File: src/mips_cfg.svh
`ifndef MIPS_CFG_SVH
`define MIPS_CFG_SVH

////////////////////////////////////////////////////////////////////////////
// Core configuration
////////////////////////////////////////////////////////////////////////////

// First fetch address after reset
`define RESET_PC 32'h0000_3000

// General purpose registers, including the hard-wired zero
`define REG_COUNT 32

`endif

File: src/mipsPkg.sv
`default_nettype none

package mipsPkg;

	// Data and address words
	typedef logic [31:0] word_t;
	typedef logic [4:0] regAddr_t;

	////////////////////////////////////////////////////////////////////////
	// Instruction fields
	////////////////////////////////////////////////////////////////////////

	// Primary opcode, instr[31:26]
	typedef enum logic [5:0] {
		opRType = 6'h00,
		opJ     = 6'h02,
		opJal   = 6'h03,
		opBeq   = 6'h04,
		opBne   = 6'h05,
		opAddiu = 6'h09,
		opOri   = 6'h0d,
		opLui   = 6'h0f,
		opLw    = 6'h23,
		opSw    = 6'h2b
	} opcode_t;

	// Function field of R-type, instr[5:0]
	typedef enum logic [5:0] {
		fnSll  = 6'h00,
		fnJr   = 6'h08,
		fnAddu = 6'h21,
		fnSubu = 6'h23,
		fnAnd  = 6'h24,
		fnOr   = 6'h25,
		fnSlt  = 6'h2a
	} funct_t;

	////////////////////////////////////////////////////////////////////////
	// Datapath controls
	////////////////////////////////////////////////////////////////////////

	typedef enum logic [2:0] {
		aluAdd,
		aluSub,
		aluAnd,
		aluOr,
		aluSlt,
		aluSll,
		aluLui
	} aluOp_t;

	// Branch offsets come out already scaled to bytes
	typedef enum logic [1:0] {
		extZero,
		extSign,
		extSignSh2
	} extMode_t;

	typedef enum logic [1:0] {
		wbAlu,
		wbMem,
		wbPc4
	} wbSel_t;

endpackage

`default_nettype wire

File: src/ctrlIf.sv
`timescale 1ns/1ps
`default_nettype none

// Decoded controls from controller to datapath
interface ctrlIf;

	logic isBranch;
	logic branchOnEqual;
	logic jump;
	logic jumpReg;
	logic link;
	logic regDstRd;
	logic aluSrcImm;
	mipsPkg::wbSel_t wbSel;
	mipsPkg::extMode_t extMode;
	mipsPkg::aluOp_t aluOp;
	logic regWe;
	logic memWe;

	modport source (
		output isBranch, branchOnEqual, jump, jumpReg, link, regDstRd, aluSrcImm,
		output wbSel, extMode, aluOp, regWe, memWe
	);

	modport sink (
		input isBranch, branchOnEqual, jump, jumpReg, link, regDstRd, aluSrcImm,
		input wbSel, extMode, aluOp, regWe, memWe
	);

endinterface

`default_nettype wire

File: src/alu.sv
`timescale 1ns/1ps
`default_nettype none

module alu (
	input  mipsPkg::word_t  srcA,
	input  mipsPkg::word_t  srcB,
	input  logic [4:0]      shamt,
	input  mipsPkg::aluOp_t op,
	output mipsPkg::word_t  result,
	output logic            zero
);

	logic lessThan;

	// Signed compare for slt
	assign lessThan = $signed(srcA) < $signed(srcB);

	always_comb begin
		case (op)
			mipsPkg::aluAdd: result = srcA + srcB;
			mipsPkg::aluSub: result = srcA - srcB;
			mipsPkg::aluAnd: result = srcA & srcB;
			mipsPkg::aluOr:  result = srcA | srcB;
			mipsPkg::aluSlt: result = {31'd0, lessThan};
			// Shift operand is rt, not rs
			mipsPkg::aluSll: result = srcB << shamt;
			mipsPkg::aluLui: result = {srcB[15:0], 16'h0000};
			default:         result = '0;
		endcase
	end

	// Used by beq/bne after the subtract
	assign zero = (result == '0);

endmodule

`default_nettype wire

File: src/controller.sv
`timescale 1ns/1ps
`default_nettype none

module controller (
	input  mipsPkg::word_t instr,
	ctrlIf.source          ctl
);

	mipsPkg::opcode_t opcode;
	mipsPkg::funct_t funct;

	assign opcode = mipsPkg::opcode_t'(instr[31:26]);
	assign funct = mipsPkg::funct_t'(instr[5:0]);

	////////////////////////////////////////////////////////////////////////
	// Decode table
	////////////////////////////////////////////////////////////////////////

	always_comb begin
		// Defaults describe a no-op
		ctl.isBranch = 1'b0;
		ctl.branchOnEqual = 1'b0;
		ctl.jump = 1'b0;
		ctl.jumpReg = 1'b0;
		ctl.link = 1'b0;
		ctl.regDstRd = 1'b0;
		ctl.aluSrcImm = 1'b0;
		ctl.wbSel = mipsPkg::wbAlu;
		ctl.extMode = mipsPkg::extSign;
		ctl.aluOp = mipsPkg::aluAdd;
		ctl.regWe = 1'b0;
		ctl.memWe = 1'b0;

		case (opcode)
			mipsPkg::opRType: begin
				ctl.regDstRd = 1'b1;
				ctl.regWe = 1'b1;
				case (funct)
					mipsPkg::fnAddu: ctl.aluOp = mipsPkg::aluAdd;
					mipsPkg::fnSubu: ctl.aluOp = mipsPkg::aluSub;
					mipsPkg::fnAnd:  ctl.aluOp = mipsPkg::aluAnd;
					mipsPkg::fnOr:   ctl.aluOp = mipsPkg::aluOr;
					mipsPkg::fnSlt:  ctl.aluOp = mipsPkg::aluSlt;
					mipsPkg::fnSll:  ctl.aluOp = mipsPkg::aluSll;
					mipsPkg::fnJr: begin
						ctl.jumpReg = 1'b1;
						ctl.regWe = 1'b0;
					end
					default: ctl.regWe = 1'b0;
				endcase
			end
			mipsPkg::opAddiu: begin
				ctl.aluSrcImm = 1'b1;
				ctl.regWe = 1'b1;
			end
			mipsPkg::opOri: begin
				ctl.aluSrcImm = 1'b1;
				ctl.extMode = mipsPkg::extZero;
				ctl.aluOp = mipsPkg::aluOr;
				ctl.regWe = 1'b1;
			end
			mipsPkg::opLui: begin
				ctl.aluSrcImm = 1'b1;
				ctl.extMode = mipsPkg::extZero;
				ctl.aluOp = mipsPkg::aluLui;
				ctl.regWe = 1'b1;
			end
			mipsPkg::opLw: begin
				ctl.aluSrcImm = 1'b1;
				ctl.wbSel = mipsPkg::wbMem;
				ctl.regWe = 1'b1;
			end
			mipsPkg::opSw: begin
				ctl.aluSrcImm = 1'b1;
				ctl.memWe = 1'b1;
			end
			// Compare rs and rt through a subtract
			mipsPkg::opBeq: begin
				ctl.isBranch = 1'b1;
				ctl.branchOnEqual = 1'b1;
				ctl.extMode = mipsPkg::extSignSh2;
				ctl.aluOp = mipsPkg::aluSub;
			end
			mipsPkg::opBne: begin
				ctl.isBranch = 1'b1;
				ctl.extMode = mipsPkg::extSignSh2;
				ctl.aluOp = mipsPkg::aluSub;
			end
			mipsPkg::opJ: ctl.jump = 1'b1;
			mipsPkg::opJal: begin
				ctl.jump = 1'b1;
				ctl.link = 1'b1;
				ctl.wbSel = mipsPkg::wbPc4;
				ctl.regWe = 1'b1;
			end
			default: ;
		endcase
	end

	// No instruction in the subset both stores and writes back
	always_comb begin
		assert (!(ctl.memWe && ctl.regWe))
			else $error("controller: memWe and regWe both set, instr %h", instr);
	end

endmodule

`default_nettype wire

File: src/datapath.sv
`timescale 1ns/1ps
`default_nettype none

module datapath (
	input  logic           clk,
	input  logic           rstN,
	input  mipsPkg::word_t instr,
	ctrlIf.sink            ctl,
	input  mipsPkg::word_t dmRData,
	output mipsPkg::word_t pc,
	output mipsPkg::word_t dmAddr,
	output mipsPkg::word_t dmWData,
	output logic           dmWe
);

	mipsPkg::regAddr_t rs, rt, rd, writeAddr;
	logic [15:0] imm;
	mipsPkg::word_t extImm, pcPlus4, writeData;
	mipsPkg::word_t readDataA, readDataB, aluSrcB, aluResult;
	logic aluZero;
	logic branchTaken;

	assign rs = instr[25:21];
	assign rt = instr[20:16];
	assign rd = instr[15:11];
	assign imm = instr[15:0];

	////////////////////////////////////////////////////////////////////////
	// Immediate extension
	////////////////////////////////////////////////////////////////////////

	always_comb begin
		case (ctl.extMode)
			mipsPkg::extZero:    extImm = {16'h0000, imm};
			mipsPkg::extSign:    extImm = {{16{imm[15]}}, imm};
			mipsPkg::extSignSh2: extImm = {{14{imm[15]}}, imm, 2'b00};
			default:             extImm = '0;
		endcase
	end

	////////////////////////////////////////////////////////////////////////
	// Register file and write-back
	////////////////////////////////////////////////////////////////////////

	// jal links into r31
	assign writeAddr = ctl.link ? 5'd31 : (ctl.regDstRd ? rd : rt);

	always_comb begin
		case (ctl.wbSel)
			mipsPkg::wbMem: writeData = dmRData;
			mipsPkg::wbPc4: writeData = pcPlus4;
			default:        writeData = aluResult;
		endcase
	end

	regFile u_regFile (
		.clk(clk),
		.rstN(rstN),
		.readAddrA(rs),
		.readAddrB(rt),
		.writeAddr(writeAddr),
		.writeData(writeData),
		.writeEn(ctl.regWe),
		.readDataA(readDataA),
		.readDataB(readDataB)
	);

	////////////////////////////////////////////////////////////////////////
	// ALU, branch decision and PC
	////////////////////////////////////////////////////////////////////////

	assign aluSrcB = ctl.aluSrcImm ? extImm : readDataB;

	alu u_alu (
		.srcA(readDataA),
		.srcB(aluSrcB),
		.shamt(instr[10:6]),
		.op(ctl.aluOp),
		.result(aluResult),
		.zero(aluZero)
	);

	assign branchTaken = ctl.isBranch & (ctl.branchOnEqual ? aluZero : ~aluZero);

	pcUnit u_pcUnit (
		.clk(clk),
		.rstN(rstN),
		.branchTaken(branchTaken),
		.jump(ctl.jump),
		.jumpReg(ctl.jumpReg),
		.branchOffset(extImm),
		.jumpTarget(instr[25:0]),
		.regTarget(readDataA),
		.pc(pc),
		.pcPlus4(pcPlus4)
	);

	// Data memory side
	assign dmAddr = aluResult;
	assign dmWData = readDataB;
	assign dmWe = ctl.memWe & rstN;

endmodule

`default_nettype wire

File: src/mipsCore.sv
`timescale 1ns/1ps
`default_nettype none

module mipsCore (
	input  logic        clk,
	input  logic        rstN,
	output logic [31:0] pc,
	input  logic [31:0] instr,
	output logic [31:0] dmAddr,
	output logic [31:0] dmWData,
	output logic        dmWe,
	input  logic [31:0] dmRData
);

	// Control bundle between decode and datapath
	ctrlIf ctl ();

	controller u_controller (
		.instr(instr),
		.ctl(ctl.source)
	);

	datapath u_datapath (
		.clk(clk),
		.rstN(rstN),
		.instr(instr),
		.ctl(ctl.sink),
		.dmRData(dmRData),
		.pc(pc),
		.dmAddr(dmAddr),
		.dmWData(dmWData),
		.dmWe(dmWe)
	);

endmodule

`default_nettype wire

File: src/pcUnit.sv
`timescale 1ns/1ps
`include "mips_cfg.svh"
`default_nettype none

module pcUnit (
	input  logic           clk,
	input  logic           rstN,
	input  logic           branchTaken,
	input  logic           jump,
	input  logic           jumpReg,
	input  mipsPkg::word_t branchOffset,
	input  logic [25:0]    jumpTarget,
	input  mipsPkg::word_t regTarget,
	output mipsPkg::word_t pc,
	output mipsPkg::word_t pcPlus4
);

	mipsPkg::word_t nextPc;

	assign pcPlus4 = pc + 32'd4;

	// jr wins over j/jal, which win over branches
	always_comb begin
		if (jumpReg)
			nextPc = regTarget;
		else if (jump)
			nextPc = {pcPlus4[31:28], jumpTarget, 2'b00};
		else if (branchTaken)
			nextPc = pcPlus4 + branchOffset;
		else
			nextPc = pcPlus4;
	end

	always_ff @(posedge clk or negedge rstN) begin
		if (!rstN)
			pc <= `RESET_PC;
		else
			pc <= nextPc;
	end

	// Misaligned fetch means a bad jr target or target math
	assert property (@(posedge clk) disable iff (!rstN) pc[1:0] == 2'b00)
		else $error("pcUnit: misaligned pc %h", pc);

endmodule

`default_nettype wire

File: src/regFile.sv
`timescale 1ns/1ps
`include "mips_cfg.svh"
`default_nettype none

module regFile (
	input  logic              clk,
	input  logic              rstN,
	input  mipsPkg::regAddr_t readAddrA,
	input  mipsPkg::regAddr_t readAddrB,
	input  mipsPkg::regAddr_t writeAddr,
	input  mipsPkg::word_t    writeData,
	input  logic              writeEn,
	output mipsPkg::word_t    readDataA,
	output mipsPkg::word_t    readDataB
);

	mipsPkg::word_t regs [`REG_COUNT];

	// Register 0 stays at its reset value since writes to it are dropped
	always_ff @(posedge clk or negedge rstN) begin
		if (!rstN) begin
			for (int i = 0; i < `REG_COUNT; i++)
				regs[i] <= '0;
		end else if (writeEn && writeAddr != '0) begin
			regs[writeAddr] <= writeData;
		end
	end

	// Combinational read ports
	assign readDataA = regs[readAddrA];
	assign readDataB = regs[readAddrB];

	assert property (@(posedge clk) (readAddrA == '0) |-> (readDataA == '0))
		else $error("regFile: register 0 reads %h", readDataA);

endmodule

`default_nettype wire

File: config.mk
export PLATFORM = sky130hd
export DESIGN_NAME = mipsCore
export DESIGN_NICKNAME = d
export VERILOG_FILES = /design/src/mipsPkg.sv /design/src/ctrlIf.sv /design/src/alu.sv /design/src/controller.sv /design/src/datapath.sv /design/src/mipsCore.sv /design/src/pcUnit.sv /design/src/regFile.sv
export VERILOG_INCLUDE_DIRS = /design/src
export SDC_FILE = /design/constraint.sdc
export NUM_CORES = 2
export LEC_CHECK = 0
export BUFFER_PORTS_ARGS = -buffer_cell sky130_fd_sc_hd__clkbuf_2
export CAP_MARGIN = 25
export CORE_ASPECT_RATIO = 2
export CORE_UTILIZATION = 40
export DETAILED_ROUTE_END_ITERATION = 16
export PLACE_DENSITY = 0.62
export SLEW_MARGIN = 20
export SYNTH_ARGS = -nofsm -noshare
export SYNTH_HDL_FRONTEND = slang
export SYNTH_SLANG_ARGS = --single-unit
File: constraint.sdc
create_clock -name clk -period 8.8 [get_ports clk]
set_clock_uncertainty 0.05 [all_clocks]
set_input_delay 1.76 -clock clk [delete_from_list [all_inputs] [get_ports clk]]
set_output_delay 1.76 -clock clk [all_outputs]
set_load 0.05 [all_outputs]
==> run metrics <==
sequential power share=0.382; Async S/R FF share, synth=1.00; Leakage=34.2 nW; worst vdd ir=146 uV; Hold Crit Class=reg2reg; core area=157000 um2; Routed Antenna Nets=0; Post-synth EDFFs=0; vias post-DR=57500; HPWL Detailed=201 mm; minimum clock period=8760 ps; utilization after layout=0.490; maxcap violations=0; GRT Util Overall=0.356; Tightest Pin Transition=1260 ps; Final Wtd Congestion=1.14; WHS=354 ps; crit-path max FO=6; TritonRoute pass-1 iters=5; row cnt=206; PwrDens=187 nW/um2; layout cells sized above 1=0.267; leading area contributor after synthesis=dfrtp_1; Crit. End Element=output port; clk buf depth=3; Tot Pwr=14.4 mW; Slowest cell on crit path=mux4_2; CP arrival=6950 ps; clock power share=0.316; count leader, synth=nand2_1; vias in the first global route=57600; Setup crit start kind=input pin; Via density=6.39; Seq/Total Area, Yosys=0.416; Cell Area, Synth=63500 um2; Yosys warning total=0; Netlist cell types=90; NumNets Final=7026; initial antenna violation count=16; Die X=284 um; Syn Inst Count=6341; Fill cells=14400; routed len/inst=32.1 um; Slew headroom=0.153; root buf cell=clkbuf_16; crit share post-route=0.996; combinational share of power=0.301; Routed WL=288 mm; # DRC=0; Num CTS Buffers=92; WP data required=6990 ps; port bufs=162; outcome=finished, final reports clean; die area=160000 um2; Synth top area share=0.415; Worst Setup Path Type=in2out; Ports=163; first-pass GRT wire length=411 mm; Post-Syn Area per Cell=10.0 um2; initial cell density of the core=0.403; cell mode on critical path=buf_4; Max Freq=114 MHz; Final Setup Violations=0; largest net degree at the start of global routing=187; FF-to-FF setup slack=1620 ps; H-Tree Depth=3; Setup Total Neg Slack=0 ps; die height=566 um; Syn Nets=6540; Switch Pwr=5.08 mW; max-slew violations=0; CP max stage delay=540 ps; P_int=9.33 mW; switching share of total power=0.353; Seq cells post-synth=1056; largest cells by area after synthesis=dfrtp_1 (42%), mux4_2 (16%), o21ai_0 (8.5%); commonest cells in the netlist=nand2_1 (1170), o21ai_0 (1078), dfrtp_1 (1054), clkbuf_1 (479), mux4_2 (449); final hold violations=0; TritonCTS clock tree=built; clk_lat worst skew=750 ps; clock-pin slew on the worst setup and hold paths=70 ps; Placed Instances=8755; Post-Layout Cell Count=8989; first-iteration detailed-routing DRC count=5781; Primary FF master, synth=dfrtp_1; Congestion Overflow GR=0; P&R area growth vs syn=21.4%; clock sink total=1056
[cell type report]
| cell class | count | area (um2) | area share |
|---|---|---|---|
| clock buffer | 124 | 2630 | 0.0341 |
| clock inverter | 42 | 716 | 0.00928 |
| multi-input combinational | 4551 | 35400 | 0.459 |
| sequential | 1056 | 26400 | 0.343 |
| tap | 2080 | 2600 | 0.0337 |
| timing repair buffer | 991 | 8810 | 0.114 |
| antenna | 10 | 25.0 | 0.000324 |
| inverter | 135 | 510 | 0.00662 |
[cells in the final DEF, fill, tap and decap left out, types with 25 or more instances in the layout]
master | synthesis | final
clkbuf_16 | 0 | 98
clkbuf_2 | 0 | 132
mux2i_1 | 346 | 340
xnor2_1 | 55 | 53
nand2_4 | 0 | 31
mux4_2 | 449 | 449
o22ai_1 | 41 | 40
and2_1 | 27 | 26
a221oi_1 | 26 | 25
nand2_1 | 1170 | 1136
a21oi_2 | 0 | 43
buf_4 | 10 | 719
ha_1 | 130 | 112
nand3_1 | 62 | 61
inv_1 | 131 | 126
a211oi_1 | 31 | 25
a22oi_1 | 205 | 204
dfrtp_1 | 1054 | 1054
nor2_1 | 176 | 170
nor3_1 | 51 | 45
o21ai_0 | 1078 | 1067
buf_12 | 0 | 92
a21oi_1 | 204 | 161
[final timing paths]
path | endpoint | cells past startpoint | startpoint
worst max-delay path | dmAddr[29] | 25 | instr[21]
worst min-delay path | u_datapath.u_regFile.regs[1021] | 0 | u_datapath.u_regFile.regs[1021]
worst max register to register | u_datapath.u_pcUnit.pc[2] | 30 | u_datapath.u_regFile.regs[904]
worst min register to register | u_datapath.u_regFile.regs[1021] | 0 | u_datapath.u_regFile.regs[1021]
max in group asynchronous | u_datapath.u_regFile.regs[678] | 5 | rstN
min in group asynchronous | u_datapath.u_regFile.regs[880] | 1 | rstN
[power groups by stage]
stage	Clock (mW)	Combinational (mW)	Sequential, mW
2_1_floorplan	0	2.18	5.72
6_report	4.56	4.34	5.51
3_3_place_gp	0	4.06	5.57
4_1_cts	4.59	4.18	5.50
3_5_place_dp	0	4.10	5.59
5_1_grt	4.76	4.57	5.54
[worst max-delay path, delay by kind of cell]
kind / cells / cell delay (ps)
AO/OA/AOI/OAI: 8 / 1370
adder cells (fa/ha/maj): 1 / 240
buffers and inverters: 10 / 1530
multiplexers: 4 / 1440
AND/OR/NAND/NOR: 2 / 550
[flip-flops by register name, summed over array words and instances (netlist names)]
name and flops:
u_datapath.u_regFile.regs 1024, u_datapath.u_pcUnit.pc 32
[per-layer routing]
metal	global-route usage	wire length (um)	part of all wire
met1	0.368	93000	0.32
met2	0.589	138000	0.48
met3	0.0768	22500	0.078
met4	0.360	34700	0.12
met5	0	58	0.00020
[through the flow]
step | worst slack (ps) | area (um2)
detailed placement | -756 | 72000
global route | -63.8 | 77100
global placement | -785 | 72000
finish | 38.6 | 77100
floorplan | 0.486 | 63600
CTS | 4.59 | 76100
[kinds of logic (layout without fill, tap and decap cells)]
kind of cell             Yosys count  in the layout  share of synthesized area
multiplexers                     816            816                      0.217
XOR/XNOR                          80             80                     0.0110
buffers and inverters            734           1292                     0.0464
AO/OA/AOI/OAI                   1859           1859                      0.172
flip-flops                      1056           1056                      0.416
other                              0             10                          0
AND/OR/NAND/NOR                 1663           1663                      0.110
adder cells (fa/ha/maj)          133            133                     0.0266
[timing repair]
action,CTS,global route
setup endpoints to repair,21,25
gates cloned,5,6
hold buffers,0,0
gates resized for setup,85,113
pin swaps,12,30
buffers inserted,19,25
(Power assumes the default switching activity.)
